===== config.mk =====
export PLATFORM = sky130hd
export DESIGN_NAME = vec_top
export DESIGN_NICKNAME = d
export VERILOG_FILES = /design/src/vec_pkg.sv /design/src/vec_sequencer.sv /design/src/vec_lane.sv /design/src/vec_xlane_unit.sv /design/src/vec_top.sv
export SDC_FILE = /design/constraint.sdc
export NUM_CORES = 1
export LEC_CHECK = 0
export BUFFER_PORTS_ARGS = -buffer_cell sky130_fd_sc_hd__buf_2
export CAP_MARGIN = 20
export CELL_PAD_IN_SITES_DETAIL_PLACEMENT = 0
export CELL_PAD_IN_SITES_GLOBAL_PLACEMENT = 1
export CORE_MARGIN = 3
export CORE_UTILIZATION = 56
export CTS_CLUSTER_SIZE = 24
export DETAILED_ROUTE_END_ITERATION = 6
export GPL_TIMING_DRIVEN = 0
export HOLD_SLACK_MARGIN = 0.03
export MAX_ROUTING_LAYER = met4
export PLACE_DENSITY_LB_ADDON = 0.1
export RECOVER_POWER = 25
export SLEW_MARGIN = 10
export SYNTH_ARGS = -nofsm -noshare
export SYNTH_HDL_FRONTEND = slang
export SYNTH_SLANG_ARGS = --single-unit

===== constraint.sdc =====
create_clock -name clk_i -period 8.3 [get_ports clk_i]
set_input_delay 2.49 -clock clk_i [delete_from_list [all_inputs] [get_ports clk_i]]
set_output_delay 2.49 -clock clk_i [all_outputs]
set_load 0.01 [all_outputs]

===== src/vec_pkg.sv =====
`default_nettype none

package vec_pkg;

  ////////////////////////////////////////////////////////////////////////////
  // Sizes
  ////////////////////////////////////////////////////////////////////////////

  localparam int unsigned NR_LANES       = 4;
  localparam int unsigned NR_VREGS       = 8;
  localparam int unsigned ELEMS_PER_LANE = 2;
  localparam int unsigned VL             = NR_LANES * ELEMS_PER_LANE;
  localparam int unsigned ELEN           = 16;

  // Index widths
  localparam int unsigned LANE_IDX_W = $clog2(NR_LANES);
  localparam int unsigned SLOT_W     = $clog2(ELEMS_PER_LANE);
  localparam int unsigned VREG_IDX_W = $clog2(NR_VREGS);
  localparam int unsigned ELEM_IDX_W = $clog2(VL);

  // Cycles from the last slot issue until done
  localparam int unsigned DRAIN_CYCLES = 2;

  ////////////////////////////////////////////////////////////////////////////
  // Types
  ////////////////////////////////////////////////////////////////////////////

  typedef logic [ELEN-1:0]       elem_t;
  typedef logic [VREG_IDX_W-1:0] vreg_idx_t;
  typedef logic [SLOT_W-1:0]     slot_t;
  typedef logic [ELEM_IDX_W-1:0] elem_idx_t;

  typedef enum logic [2:0] {
    OP_VMV       = 3'd0,
    OP_VADD      = 3'd1,
    OP_VSUB      = 3'd2,
    OP_VXOR      = 3'd3,
    OP_VSLIDE1UP = 3'd4,
    OP_VEXT      = 3'd5
  } vec_op_e;

  // Instruction as issued by the host
  typedef struct packed {
    vec_op_e   op;
    vreg_idx_t vd;
    vreg_idx_t vs1;
    vreg_idx_t vs2;
    elem_t     scalar;
    elem_idx_t idx;
  } vec_insn_t;

  // Broadcast control word, one slot per cycle
  typedef struct packed {
    logic      valid;
    vec_op_e   op;
    vreg_idx_t vd;
    vreg_idx_t vs1;
    vreg_idx_t vs2;
    slot_t     slot;
    elem_t     scalar;
    elem_idx_t idx;
  } lane_ctrl_t;

  typedef struct packed {
    elem_t a;
    elem_t b;
  } lane_opnd_t;

endpackage : vec_pkg

`default_nettype wire


===== src/vec_sequencer.sv =====
`timescale 1ns/1ps
`default_nettype none

module vec_sequencer import vec_pkg::*; (
  input  logic       clk_i,
  input  logic       rst_n_i,
  // Host side
  input  logic       insn_valid_i,
  input  vec_insn_t  insn_i,
  // Broadcast to lanes and cross-lane unit
  output lane_ctrl_t ctrl_o,
  output logic       busy_o,
  output logic       done_o,
  output logic       result_valid_o
);

  typedef enum logic [1:0] {
    IDLE,
    ISSUE,
    DRAIN
  } state_e;

  typedef logic [$clog2(DRAIN_CYCLES)-1:0] drain_cnt_t;

  state_e     state_q;
  vec_insn_t  insn_q;
  slot_t      slot_q;
  drain_cnt_t drain_q;
  lane_ctrl_t ctrl_q;
  logic       busy_q;
  logic       done_q;
  logic       result_valid_q;
  logic       accept;

  // Control word for one slot of an instruction
  function automatic lane_ctrl_t make_ctrl(vec_insn_t insn, slot_t slot);
    lane_ctrl_t ctrl;
    ctrl.valid  = 1'b1;
    ctrl.op     = insn.op;
    ctrl.vd     = insn.vd;
    ctrl.vs1    = insn.vs1;
    ctrl.vs2    = insn.vs2;
    ctrl.slot   = slot;
    ctrl.scalar = insn.scalar;
    ctrl.idx    = insn.idx;
    return ctrl;
  endfunction

  // Strobes while busy are dropped
  assign accept = insn_valid_i && !busy_q;

  always_ff @(posedge clk_i) begin
    if (accept) begin
      insn_q <= insn_i;
    end
  end

  ////////////////////////////////////////////////////////////////////////////
  // Issue FSM
  ////////////////////////////////////////////////////////////////////////////

  always_ff @(posedge clk_i or negedge rst_n_i) begin
    if (!rst_n_i) begin
      state_q        <= IDLE;
      slot_q         <= '0;
      drain_q        <= '0;
      ctrl_q         <= '0;
      busy_q         <= 1'b0;
      done_q         <= 1'b0;
      result_valid_q <= 1'b0;
    end else begin
      ctrl_q.valid   <= 1'b0;
      done_q         <= 1'b0;
      result_valid_q <= 1'b0;

      // Busy stays up through the done cycle
      if (done_q) begin
        busy_q <= 1'b0;
      end

      unique case (state_q)
        IDLE: begin
          // Slot 0 goes out straight from the host word
          if (accept) begin
            ctrl_q  <= make_ctrl(insn_i, '0);
            busy_q  <= 1'b1;
            slot_q  <= slot_t'(1);
            state_q <= ISSUE;
          end
        end
        ISSUE: begin
          ctrl_q <= make_ctrl(insn_q, slot_q);
          if (slot_q == slot_t'(ELEMS_PER_LANE - 1)) begin
            drain_q <= '0;
            state_q <= DRAIN;
          end else begin
            slot_q <= slot_q + 1'b1;
          end
        end
        DRAIN: begin
          // Wait for operand read and write-back of the last slot
          if (drain_q == drain_cnt_t'(DRAIN_CYCLES - 1)) begin
            done_q         <= 1'b1;
            result_valid_q <= (insn_q.op == OP_VEXT);
            state_q        <= IDLE;
          end else begin
            drain_q <= drain_q + 1'b1;
          end
        end
        default: begin
          state_q <= IDLE;
        end
      endcase
    end
  end

  assign ctrl_o         = ctrl_q;
  assign busy_o         = busy_q;
  assign done_o         = done_q;
  assign result_valid_o = result_valid_q;

endmodule : vec_sequencer

`default_nettype wire


===== src/vec_lane.sv =====
`timescale 1ns/1ps
`default_nettype none

module vec_lane import vec_pkg::*; (
  input  logic       clk_i,
  input  logic       rst_n_i,
  // From the sequencer
  input  lane_ctrl_t ctrl_i,
  // To and from the cross-lane unit
  output lane_opnd_t opnd_o,
  input  elem_t      slide_elem_i
);

  // This lane's slice of the vector register file
  elem_t      vrf_q [NR_VREGS][ELEMS_PER_LANE];

  lane_opnd_t opnd_q;
  lane_ctrl_t ctrl_q;
  elem_t      alu_res;
  logic       wr_en;

  ////////////////////////////////////////////////////////////////////////////
  // Operand stage
  ////////////////////////////////////////////////////////////////////////////

  always_ff @(posedge clk_i) begin
    if (ctrl_i.valid) begin
      opnd_q.a <= vrf_q[ctrl_i.vs1][ctrl_i.slot];
      opnd_q.b <= vrf_q[ctrl_i.vs2][ctrl_i.slot];
    end
  end

  // Control follows the operands by one cycle
  always_ff @(posedge clk_i or negedge rst_n_i) begin
    if (!rst_n_i) begin
      ctrl_q <= '0;
    end else begin
      ctrl_q <= ctrl_i;
    end
  end

  assign opnd_o = opnd_q;

  ////////////////////////////////////////////////////////////////////////////
  // ALU
  ////////////////////////////////////////////////////////////////////////////

  // Arithmetic wraps at ELEN bits
  always_comb begin
    unique case (ctrl_q.op)
      OP_VMV: begin
        alu_res = ctrl_q.scalar;
      end
      OP_VADD: begin
        alu_res = opnd_q.a + opnd_q.b;
      end
      OP_VSUB: begin
        alu_res = opnd_q.a - opnd_q.b;
      end
      OP_VXOR: begin
        alu_res = opnd_q.a ^ opnd_q.b;
      end
      OP_VSLIDE1UP: begin
        // Neighbour element or carry from the cross-lane unit
        alu_res = slide_elem_i;
      end
      default: begin
        alu_res = opnd_q.a;
      end
    endcase
  end

  ////////////////////////////////////////////////////////////////////////////
  // Write-back
  ////////////////////////////////////////////////////////////////////////////

  // Extract only reads
  assign wr_en = ctrl_q.valid && (ctrl_q.op != OP_VEXT);

  always_ff @(posedge clk_i) begin
    if (wr_en) begin
      vrf_q[ctrl_q.vd][ctrl_q.slot] <= alu_res;
    end
  end

endmodule : vec_lane

`default_nettype wire


===== src/vec_xlane_unit.sv =====
`timescale 1ns/1ps
`default_nettype none

module vec_xlane_unit import vec_pkg::*; (
  input  logic                      clk_i,
  input  logic                      rst_n_i,
  // From the sequencer
  input  lane_ctrl_t                ctrl_i,
  // Registered operands of every lane
  input  lane_opnd_t [NR_LANES-1:0] opnd_i,
  output elem_t      [NR_LANES-1:0] slide_elem_o,
  // Extracted element for the host
  output elem_t                     result_data_o
);

  lane_ctrl_t            ctrl_q;
  elem_t                 carry_q;
  elem_t                 result_q;
  logic                  slide_first;
  logic                  slide_step;
  logic                  ext_hit;
  logic [LANE_IDX_W-1:0] ext_lane;
  slot_t                 ext_slot;

  // Aligned with the lanes' operand stage
  always_ff @(posedge clk_i or negedge rst_n_i) begin
    if (!rst_n_i) begin
      ctrl_q <= '0;
    end else begin
      ctrl_q <= ctrl_i;
    end
  end

  ////////////////////////////////////////////////////////////////////////////
  // Slide-up
  ////////////////////////////////////////////////////////////////////////////

  // Scalar enters one cycle ahead so lane 0 sees it at the slot 0 stage
  assign slide_first = ctrl_i.valid && (ctrl_i.op == OP_VSLIDE1UP) && (ctrl_i.slot == '0);
  assign slide_step  = ctrl_q.valid && (ctrl_q.op == OP_VSLIDE1UP);

  // Carry holds the last lane's element for the next slot
  always_ff @(posedge clk_i or negedge rst_n_i) begin
    if (!rst_n_i) begin
      carry_q <= '0;
    end else if (slide_first) begin
      carry_q <= ctrl_i.scalar;
    end else if (slide_step) begin
      carry_q <= opnd_i[NR_LANES-1].a;
    end
  end

  always_comb begin
    slide_elem_o[0] = carry_q;
    for (int unsigned k = 1; k < NR_LANES; k++) begin
      slide_elem_o[k] = opnd_i[k-1].a;
    end
  end

  ////////////////////////////////////////////////////////////////////////////
  // Extract
  ////////////////////////////////////////////////////////////////////////////

  // Low index bits pick the lane and the high bits pick the slot
  assign ext_lane = ctrl_q.idx[LANE_IDX_W-1:0];
  assign ext_slot = ctrl_q.idx[ELEM_IDX_W-1:LANE_IDX_W];
  assign ext_hit  = ctrl_q.valid && (ctrl_q.op == OP_VEXT) && (ctrl_q.slot == ext_slot);

  // Held until the next extract
  always_ff @(posedge clk_i) begin
    if (ext_hit) begin
      result_q <= opnd_i[ext_lane].a;
    end
  end

  assign result_data_o = result_q;

endmodule : vec_xlane_unit

`default_nettype wire


===== src/vec_top.sv =====
`timescale 1ns/1ps
`default_nettype none

module vec_top import vec_pkg::*; (
  input  logic      clk_i,
  input  logic      rst_n_i,
  // Host side
  input  logic      insn_valid_i,
  input  vec_insn_t insn_i,
  output logic      busy_o,
  output logic      done_o,
  output logic      result_valid_o,
  output elem_t     result_data_o
);

  lane_ctrl_t                ctrl;
  lane_opnd_t [NR_LANES-1:0] lane_opnd;
  elem_t      [NR_LANES-1:0] slide_elem;

  ////////////////////////////////////////////////////////////////////////////
  // Sequencer
  ////////////////////////////////////////////////////////////////////////////

  vec_sequencer i_sequencer (
    .clk_i         (clk_i         ),
    .rst_n_i       (rst_n_i       ),
    .insn_valid_i  (insn_valid_i  ),
    .insn_i        (insn_i        ),
    .ctrl_o        (ctrl          ),
    .busy_o        (busy_o        ),
    .done_o        (done_o        ),
    .result_valid_o(result_valid_o)
  );

  ////////////////////////////////////////////////////////////////////////////
  // Lanes
  ////////////////////////////////////////////////////////////////////////////

  // Same control word to every lane
  for (genvar l = 0; l < NR_LANES; l++) begin : gen_lanes
    vec_lane i_lane (
      .clk_i       (clk_i        ),
      .rst_n_i     (rst_n_i      ),
      .ctrl_i      (ctrl         ),
      .opnd_o      (lane_opnd[l] ),
      .slide_elem_i(slide_elem[l])
    );
  end : gen_lanes

  ////////////////////////////////////////////////////////////////////////////
  // Cross-lane unit
  ////////////////////////////////////////////////////////////////////////////

  vec_xlane_unit i_xlane (
    .clk_i        (clk_i        ),
    .rst_n_i      (rst_n_i      ),
    .ctrl_i       (ctrl         ),
    .opnd_i       (lane_opnd    ),
    .slide_elem_o (slide_elem   ),
    .result_data_o(result_data_o)
  );

endmodule : vec_top

`default_nettype wire


==> impl_metrics.json, run 1 <==
{
  "die_x_um": 338,
  "synth-edff-count": 1199,
  "vias": 38452,
  "ctsResizeCount": 0,
  "layout-drive-gt1-share_pct": 28.9,
  "synth.most_common_cell": "edfxtp_1",
  "drt-pass1-iter-count": 6,
  "worstHoldStart": "i_sequencer.ctrl_o[19]",
  "period_share_pct": 75.8,
  "synth_common_cells": "edfxtp_1 (1199), mux4_2 (656), clkbuf_1 (142)",
  "cts-root-buf": "clkbuf_16",
  "wirelength_um": 205000,
  "synth_top_area_share_pct": 58.5,
  "synthFlopType": "edfxtp_1",
  "rsz0062_at_grt": "no",
  "holdPathEnd": "i_xlane.ctrl_q[19]",
  "hold_depth": 0,
  "gp_congestion": 0.977,
  "place_area_um2": 65700,
  "crit_path_frequent_cell": "clkbuf_1",
  "io_buffer_count": 52,
  "slowest_delay_ns": 0.93,
  "p_total_w": 0.0130,
  "peakVddDrop_uv": 175,
  "slowest_stage": "clkbuf_1",
  "leakage_nw": 18.0,
  "finish.utilization_pct": 64.4,
  "finClkSkew_ns": 0.0316,
  "design_area_um2": 69600,
  "async_flop_share_pct": 6.47,
  "violations": "capacitance limit, slew limit",
  "cp_max_fo": 16,
  "min_path_type": "flop to flop",
  "yosysUniqueCellTypes": 77,
  "crit_chain": "clkbuf_1, clkbuf_1, or3_2, clkbuf_1, clkbuf_1, nand2_1, o21ai_0, fa_1, nor2b_1, o21a_1, o211a_1, o311ai_1, a21oi_1, nor3_2",
  "hold_buffers": 0,
  "via_per_inst": 7.40,
  "yosys.area.top_type": "edfxtp_1",
  "reg2reg_slack_ns": 2.01,
  "drc": 0,
  "worstSetupPathType": "flop to flop",
  "layout.cells.non_filler": 5196,
  "cp-start-kind": "flop",
  "grt_pass1_vias": 38182,
  "rr_worst_depth": 14,
  "fp.dieArea_um2": 114000,
  "n_fill_cell": 7474,
  "syn_inst": 3352,
  "cts_max_path_buffers": 3,
  "dpl.hpwl_um": 141000,
  "ys_ff_latch": 1282,
  "core_um2": 108000,
  "ios": 53,
  "synthToLayoutAreaGrowth_pct": 13.1,
  "start_util_pct": 56.9,
  "first_iter_violations": 5688,
  "grt_use_total_pct": 37.9,
  "synth_warnings": 0,
  "cellPowerDensity_nw_per_um2": 186,
  "synth_adder_area_share_pct": 1.43,
  "min_period_ns": 6.29,
  "crit_arrival_ns": 6.71,
  "wl_per_cell_um": 39.5,
  "clock-sinks": 1282,
  "drv_cap": 20,
  "htreeDepth": 4,
  "yosys-top-cells-area": "edfxtp_1 (59%), mux4_2 (24%), dfrtp_1 (3.4%)",
  "synth-simple-area-share_pct": 3.44,
  "cts.clk_slew.worst_paths_ns": 0.06,
  "dp_cells": 4934,
  "clk_latency_ns": 0.78,
  "synth_xor_area_share_pct": 1.81,
  "nets": 3780,
  "tns_ns": 0,
  "post-cts-setup-buffers": 0,
  "cts_tree": "done",
  "crit-reg2reg-capture": "gen_lanes[3].i_lane.vrf_q[2][10]",
  "syn-num-nets": 3454,
  "cp.required_ns": 8.72,
  "synth.area.mux_share_pct": 24.3,
  "status": "finished with violations",
  "die_h_um": 338,
  "worstSetupStartpoint": "i_xlane.ctrl_q[31]",
  "numCtsBuffers": 133,
  "max_slew.worst_pin.slew_ns": 3.65,
  "max_slew_margin_pct": -144,
  "netlist_area_um2": 61500,
  "r2r_start": "i_xlane.ctrl_q[31]",
  "grt_max_degree": 63,
  "synth_compound_area_share_pct": 5.26,
  "setup_violations": 0,
  "num_rows": 120,
  "antenna_found_initial": 11,
  "avgSynthCellArea_um2": 18.4,
  "grt-ovfl-total": 0,
  "critPathCaptureType": "flop",
  "ant_nets": 0,
  "hold_violations": 0,
  "grt_pass1_wl_um": 287000,
  "synth_top_family_by_area": "multiplexers",
  "fmax_mhz": 159,
  "drv_slew": 418,
  "synth_seq_area_share_pct": 61.9
}
power by group:
group / internal [W] / switching, W
logic: 0.00000353 / 0.0000181
clock network: 0.00343 / 0.00254
registers: 0.00696 / 0
total: 0.0104 / 0.00256
metrics by stage:
stage                     hold slack [ns]  setup WS [ns]
after floorplan                     0.352           2.16
after global placement              0.376          -5.32
after detailed placement            0.363           2.38
after CTS                           0.392           2.33
after global routing                0.414           1.70
final                               0.392           2.01
cell usage in the layout, fill, tap and decap left out, drive strengths merged, types with 16 or more instances in the layout:
cell type / instances
mux2i: 19
o21a: 18
xnor2: 50
mux4: 656
ha: 64
a221oi: 27
o21ai: 87
nor2b: 16
dfrtp: 83
and3: 17
a31oi: 40
nand3: 35
nor2: 141
or3: 17
xor2: 77
a21o: 26
clkbuf: 378
nor3: 45
clkinv: 62
nand2: 120
a22oi: 78
edfxtp: 1199
a21oi: 95
buf: 206
inv: 51
worst max-delay path: cells and delay by family, from the launching register on:
family                     cells  cell delay (ns)
AOI/OAI and AO/OA              5             1.60
adders and majority gates      1             0.27
buffers and inverters          4             2.38
DFF                            1             0.34
and+or+nand+nor                4             1.32
cell type report:
cell class	count	area, µm²	share of cell area (%)
flip-flops and latches	1282	38100	54.7
plain buffers	226	973	1.40
multi-input cells	1797	22500	32.3
diodes	7	17.5	0.0252
inverters	47	176	0.254
well taps	1403	1760	2.52
clock buffers	167	3650	5.24
clock inverters	76	674	0.969
repair buffers	191	1790	2.57
metal layers:
metal | vias up | track usage (%) | part of all wire, %
met2 | 2820 | 55.1 | 46
met3 | 443 | 8.63 | 12
met1 | 20280 | 53.5 | 38
li1 | 14909 | - | -
met4 | 0 | 13.4 | 3.9
met5 | - | - | 0
state kept, by name (all words and copies together) (netlist names):
register and flops:
i_sequencer.slot_q 1, i_xlane.result_data_o 16, i_sequencer.ctrl_o 33, gen_lanes.i_lane.vrf_q 1024, i_sequencer.drain_q 1, gen_lanes.i_lane.opnd_o 128
i_sequencer.state_q 2, i_xlane.ctrl_q 8, i_xlane.carry_q 16, gen_lanes.i_lane.ctrl_q 19, i_sequencer.done_o 1, i_sequencer.busy_o 1
i_sequencer.result_valid_o 1, i_sequencer.insn_q 31
kinds of logic after synthesis:
| family | Yosys count |
|---|---|
| DFF | 1282 |
| muxes | 675 |
| AOI/OAI and AO/OA | 478 |
| and+or+nand+nor | 449 |
| buffers and inverters | 273 |
| xor gates and xnor gates | 127 |
| adders and majority gates | 68 |
worst max path at each step:
stage | cells after the start | slack, ns | to
2_1_floorplan | 6 | 2.16 | gen_lanes[0].i_lane.vrf_q[0][16]
3_3_place_gp | 5 | -5.32 | gen_lanes[1].i_lane.vrf_q[2][9]
3_5_place_dp | 14 | 2.38 | gen_lanes[1].i_lane.vrf_q[4][26]
4_1_cts | 14 | 2.33 | gen_lanes[1].i_lane.vrf_q[6][10]
5_1_grt | 14 | 1.70 | gen_lanes[3].i_lane.vrf_q[0][26]
6_report | 14 | 2.01 | gen_lanes[3].i_lane.vrf_q[2][10]
No activity file was read; power rests on OpenSTA's default activity.
==> run 2, diff against run 1 <==
==> constraint.sdc (replaced) <==
create_clock -name clk_i -period 6.3 [get_ports clk_i]
set_input_delay 1.89 -clock clk_i [delete_from_list [all_inputs] [get_ports clk_i]]
set_output_delay 1.89 -clock clk_i [all_outputs]
set_load 0.01 [all_outputs]
==> run 2 against run 1 <==
  * The flow still finishes with violations (capacitance limit, slew limit)
  * Cell area hardly changed
  * Non-clock buffer count stayed put
  * Die area stayed put
  * Global-route usage stayed put
  * Clock skew is 0.0016 ns higher
  * First-iteration DRC count is 0.83% lower
  * Count of clock-buffer cells in the layout stayed put
  * Critical endpoint is now gen_lanes[3].i_lane.vrf_q[4][12]
  * Largest cell class unchanged
==> impl_metrics.json, run 2 (synthesis results as in run 1) <==
{
  "r2r_start": "i_xlane.ctrl_q[31]",
  "period_share_pct": 95.3,
  "hold_buffers": 0,
  "crit_arrival_ns": 6.27,
  "wirelength_um": 205000,
  "dp_cells": 4934,
  "grt_pass1_wl_um": 287000,
  "grt-ovfl-total": 0,
  "crit_path_frequent_cell": "clkbuf_1",
  "worstSetupPathType": "flop to flop",
  "layout.cells.non_filler": 5196,
  "vias": 38420,
  "leakage_nw": 18.0,
  "start_util_pct": 56.9,
  "worstHoldStart": "i_sequencer.ctrl_o[19]",
  "grt_use_total_pct": 37.9,
  "max_slew_margin_pct": -144,
  "ios": 53,
  "peakVddDrop_uv": 231,
  "hold_slack_ns": 0.391,
  "place_area_um2": 65700,
  "rsz0062_at_grt": "no",
  "htreeDepth": 4,
  "numCtsBuffers": 133,
  "finClkSkew_ns": 0.0332,
  "slowest_stage": "clkdlybuf4s15_1",
  "first_iter_violations": 5641,
  "n_fill_cell": 7464,
  "min_period_ns": 6.00,
  "p_total_w": 0.0171,
  "clock-sinks": 1282,
  "fmax_mhz": 167,
  "violations": "capacitance limit, slew limit",
  "nets": 3780,
  "largest_reg_flops": 1024,
  "worstSetupStartpoint": "i_xlane.ctrl_q[31]",
  "via_per_inst": 7.39,
  "wl_per_cell_um": 39.4,
  "cts-root-buf": "clkbuf_16",
  "num_rows": 120,
  "antenna_found_initial": 11,
  "io_buffer_count": 52,
  "cts_tree": "done",
  "dpl.hpwl_um": 141000,
  "design_area_um2": 69600,
  "die_x_um": 338,
  "drt-pass1-iter-count": 6,
  "mostFrequentLayoutCells": "edfxtp_1 (1199), mux4_2 (656), clkbuf_1 (216), clkbuf_16 (141), nor2_1 (138)",
  "cp.required_ns": 6.57,
  "status": "finished with violations",
  "gp_congestion": 0.977,
  "hold_violations": 0,
  "clk_latency_ns": 0.77,
  "ant_nets": 0,
  "crit_chain": "clkbuf_1, clkbuf_8, or3_2, clkbuf_1, clkdlybuf4s15_1, nand2_1, o21ai_0, fa_1, nor2b_1, o21a_1, o211a_1, o311ai_1, a2111o_1, nand3_1",
  "min_path_type": "flop to flop",
  "drc": 0,
  "max_slew.worst_pin.slew_ns": 3.66,
  "synthToLayoutAreaGrowth_pct": 13.2,
  "cp_max_fo": 16,
  "cellPowerDensity_nw_per_um2": 245,
  "final_common_cell": "edfxtp_1",
  "grt_max_degree": 63,
  "layout-drive-gt1-share_pct": 29.1,
  "drv_cap": 15,
  "top_register": "gen_lanes.i_lane.vrf_q",
  "core_um2": 108000,
  "cp-start-kind": "flop",
  "drv_slew": 341,
  "critPathCaptureType": "flop",
  "slowest_delay_ns": 0.90,
  "cts_max_path_buffers": 3,
  "fp.dieArea_um2": 114000,
  "finish.utilization_pct": 64.4,
  "grt_pass1_vias": 38182,
  "cts.clk_slew.worst_paths_ns": 0.06,
  "setup_violations": 0,
  "die_h_um": 338
}
## run 2: cell count changes in the layout (fill, tap and decap cells not counted), moves of 2 or more
cell / change
clkbuf_1: -4
buf_12: +2
nor2_1: -2
nor2_4: +2
## run 2: area by class of cell
class | count | area, µm² | share of cell area, %
antenna | 7 | 17.5 | 0.0252
buffer | 226 | 990 | 1.42
clock buffer | 167 | 3650 | 5.24
clock inverter | 76 | 674 | 0.968
inverter | 47 | 176 | 0.253
multi-input combinational | 1797 | 22500 | 32.3
sequential | 1282 | 38100 | 54.7
tap | 1403 | 1760 | 2.52
timing repair buffer | 191 | 1810 | 2.59
## run 2: critical path, delay by kind of cell (launching register included)
kind,cells,cell delay [ns]
AO/OA/AOI/OAI,5,1.68
buffers and inverters,4,2.24
adder cells (fa/ha/maj),1,0.27
AND/OR/NAND/NOR,4,0.95
flip-flops,1,0.34
## run 2: layer usage
layer | global-route usage [%] | up-vias | part of all wire (%)
li1 | - | 14891 | -
met1 | 53.5 | 20284 | 38
met2 | 55.1 | 2787 | 46
met3 | 8.63 | 458 | 12
met4 | 13.4 | 0 | 3.9
met5 | - | - | 0
## run 2: through the flow
step | setup TNS [ns] | setup slack, ns
3_5_place_dp | 0 | 0.379
3_3_place_gp | -3827.62 | -7.32
2_1_floorplan | 0 | 0.160
5_1_grt | 0 | 0.0536
6_report | 0 | 0.296
4_1_cts | 0 | 0.334
## run 2: worst paths after layout
path                            cells past startpoint                               end  slack, ns
worst max-delay path                               14  gen_lanes[3].i_lane.vrf_q[4][12]       0.30
worst min-delay path                                0                i_xlane.ctrl_q[19]       0.39
worst max register to register                     14  gen_lanes[3].i_lane.vrf_q[4][12]       0.30
worst min register to register                      0                i_xlane.ctrl_q[19]       0.39
max in group asynchronous                           2                i_xlane.carry_q[4]       1.06
min in group asynchronous                           1            i_sequencer.ctrl_o[28]       1.45
## run 2: repair_timing
item	CTS	global route
setup endpoints to repair	0	16
resized for setup	0	3
hold endpoints to repair	0	0
setup buffers	0	0
## run 2: where the power goes
group,leakage [nW],internal (W),switching [W]
clock network,2.13,0.00452,0.00334
registers,7.62,0.00917,0
logic,8.28,0.00000465,0.0000237
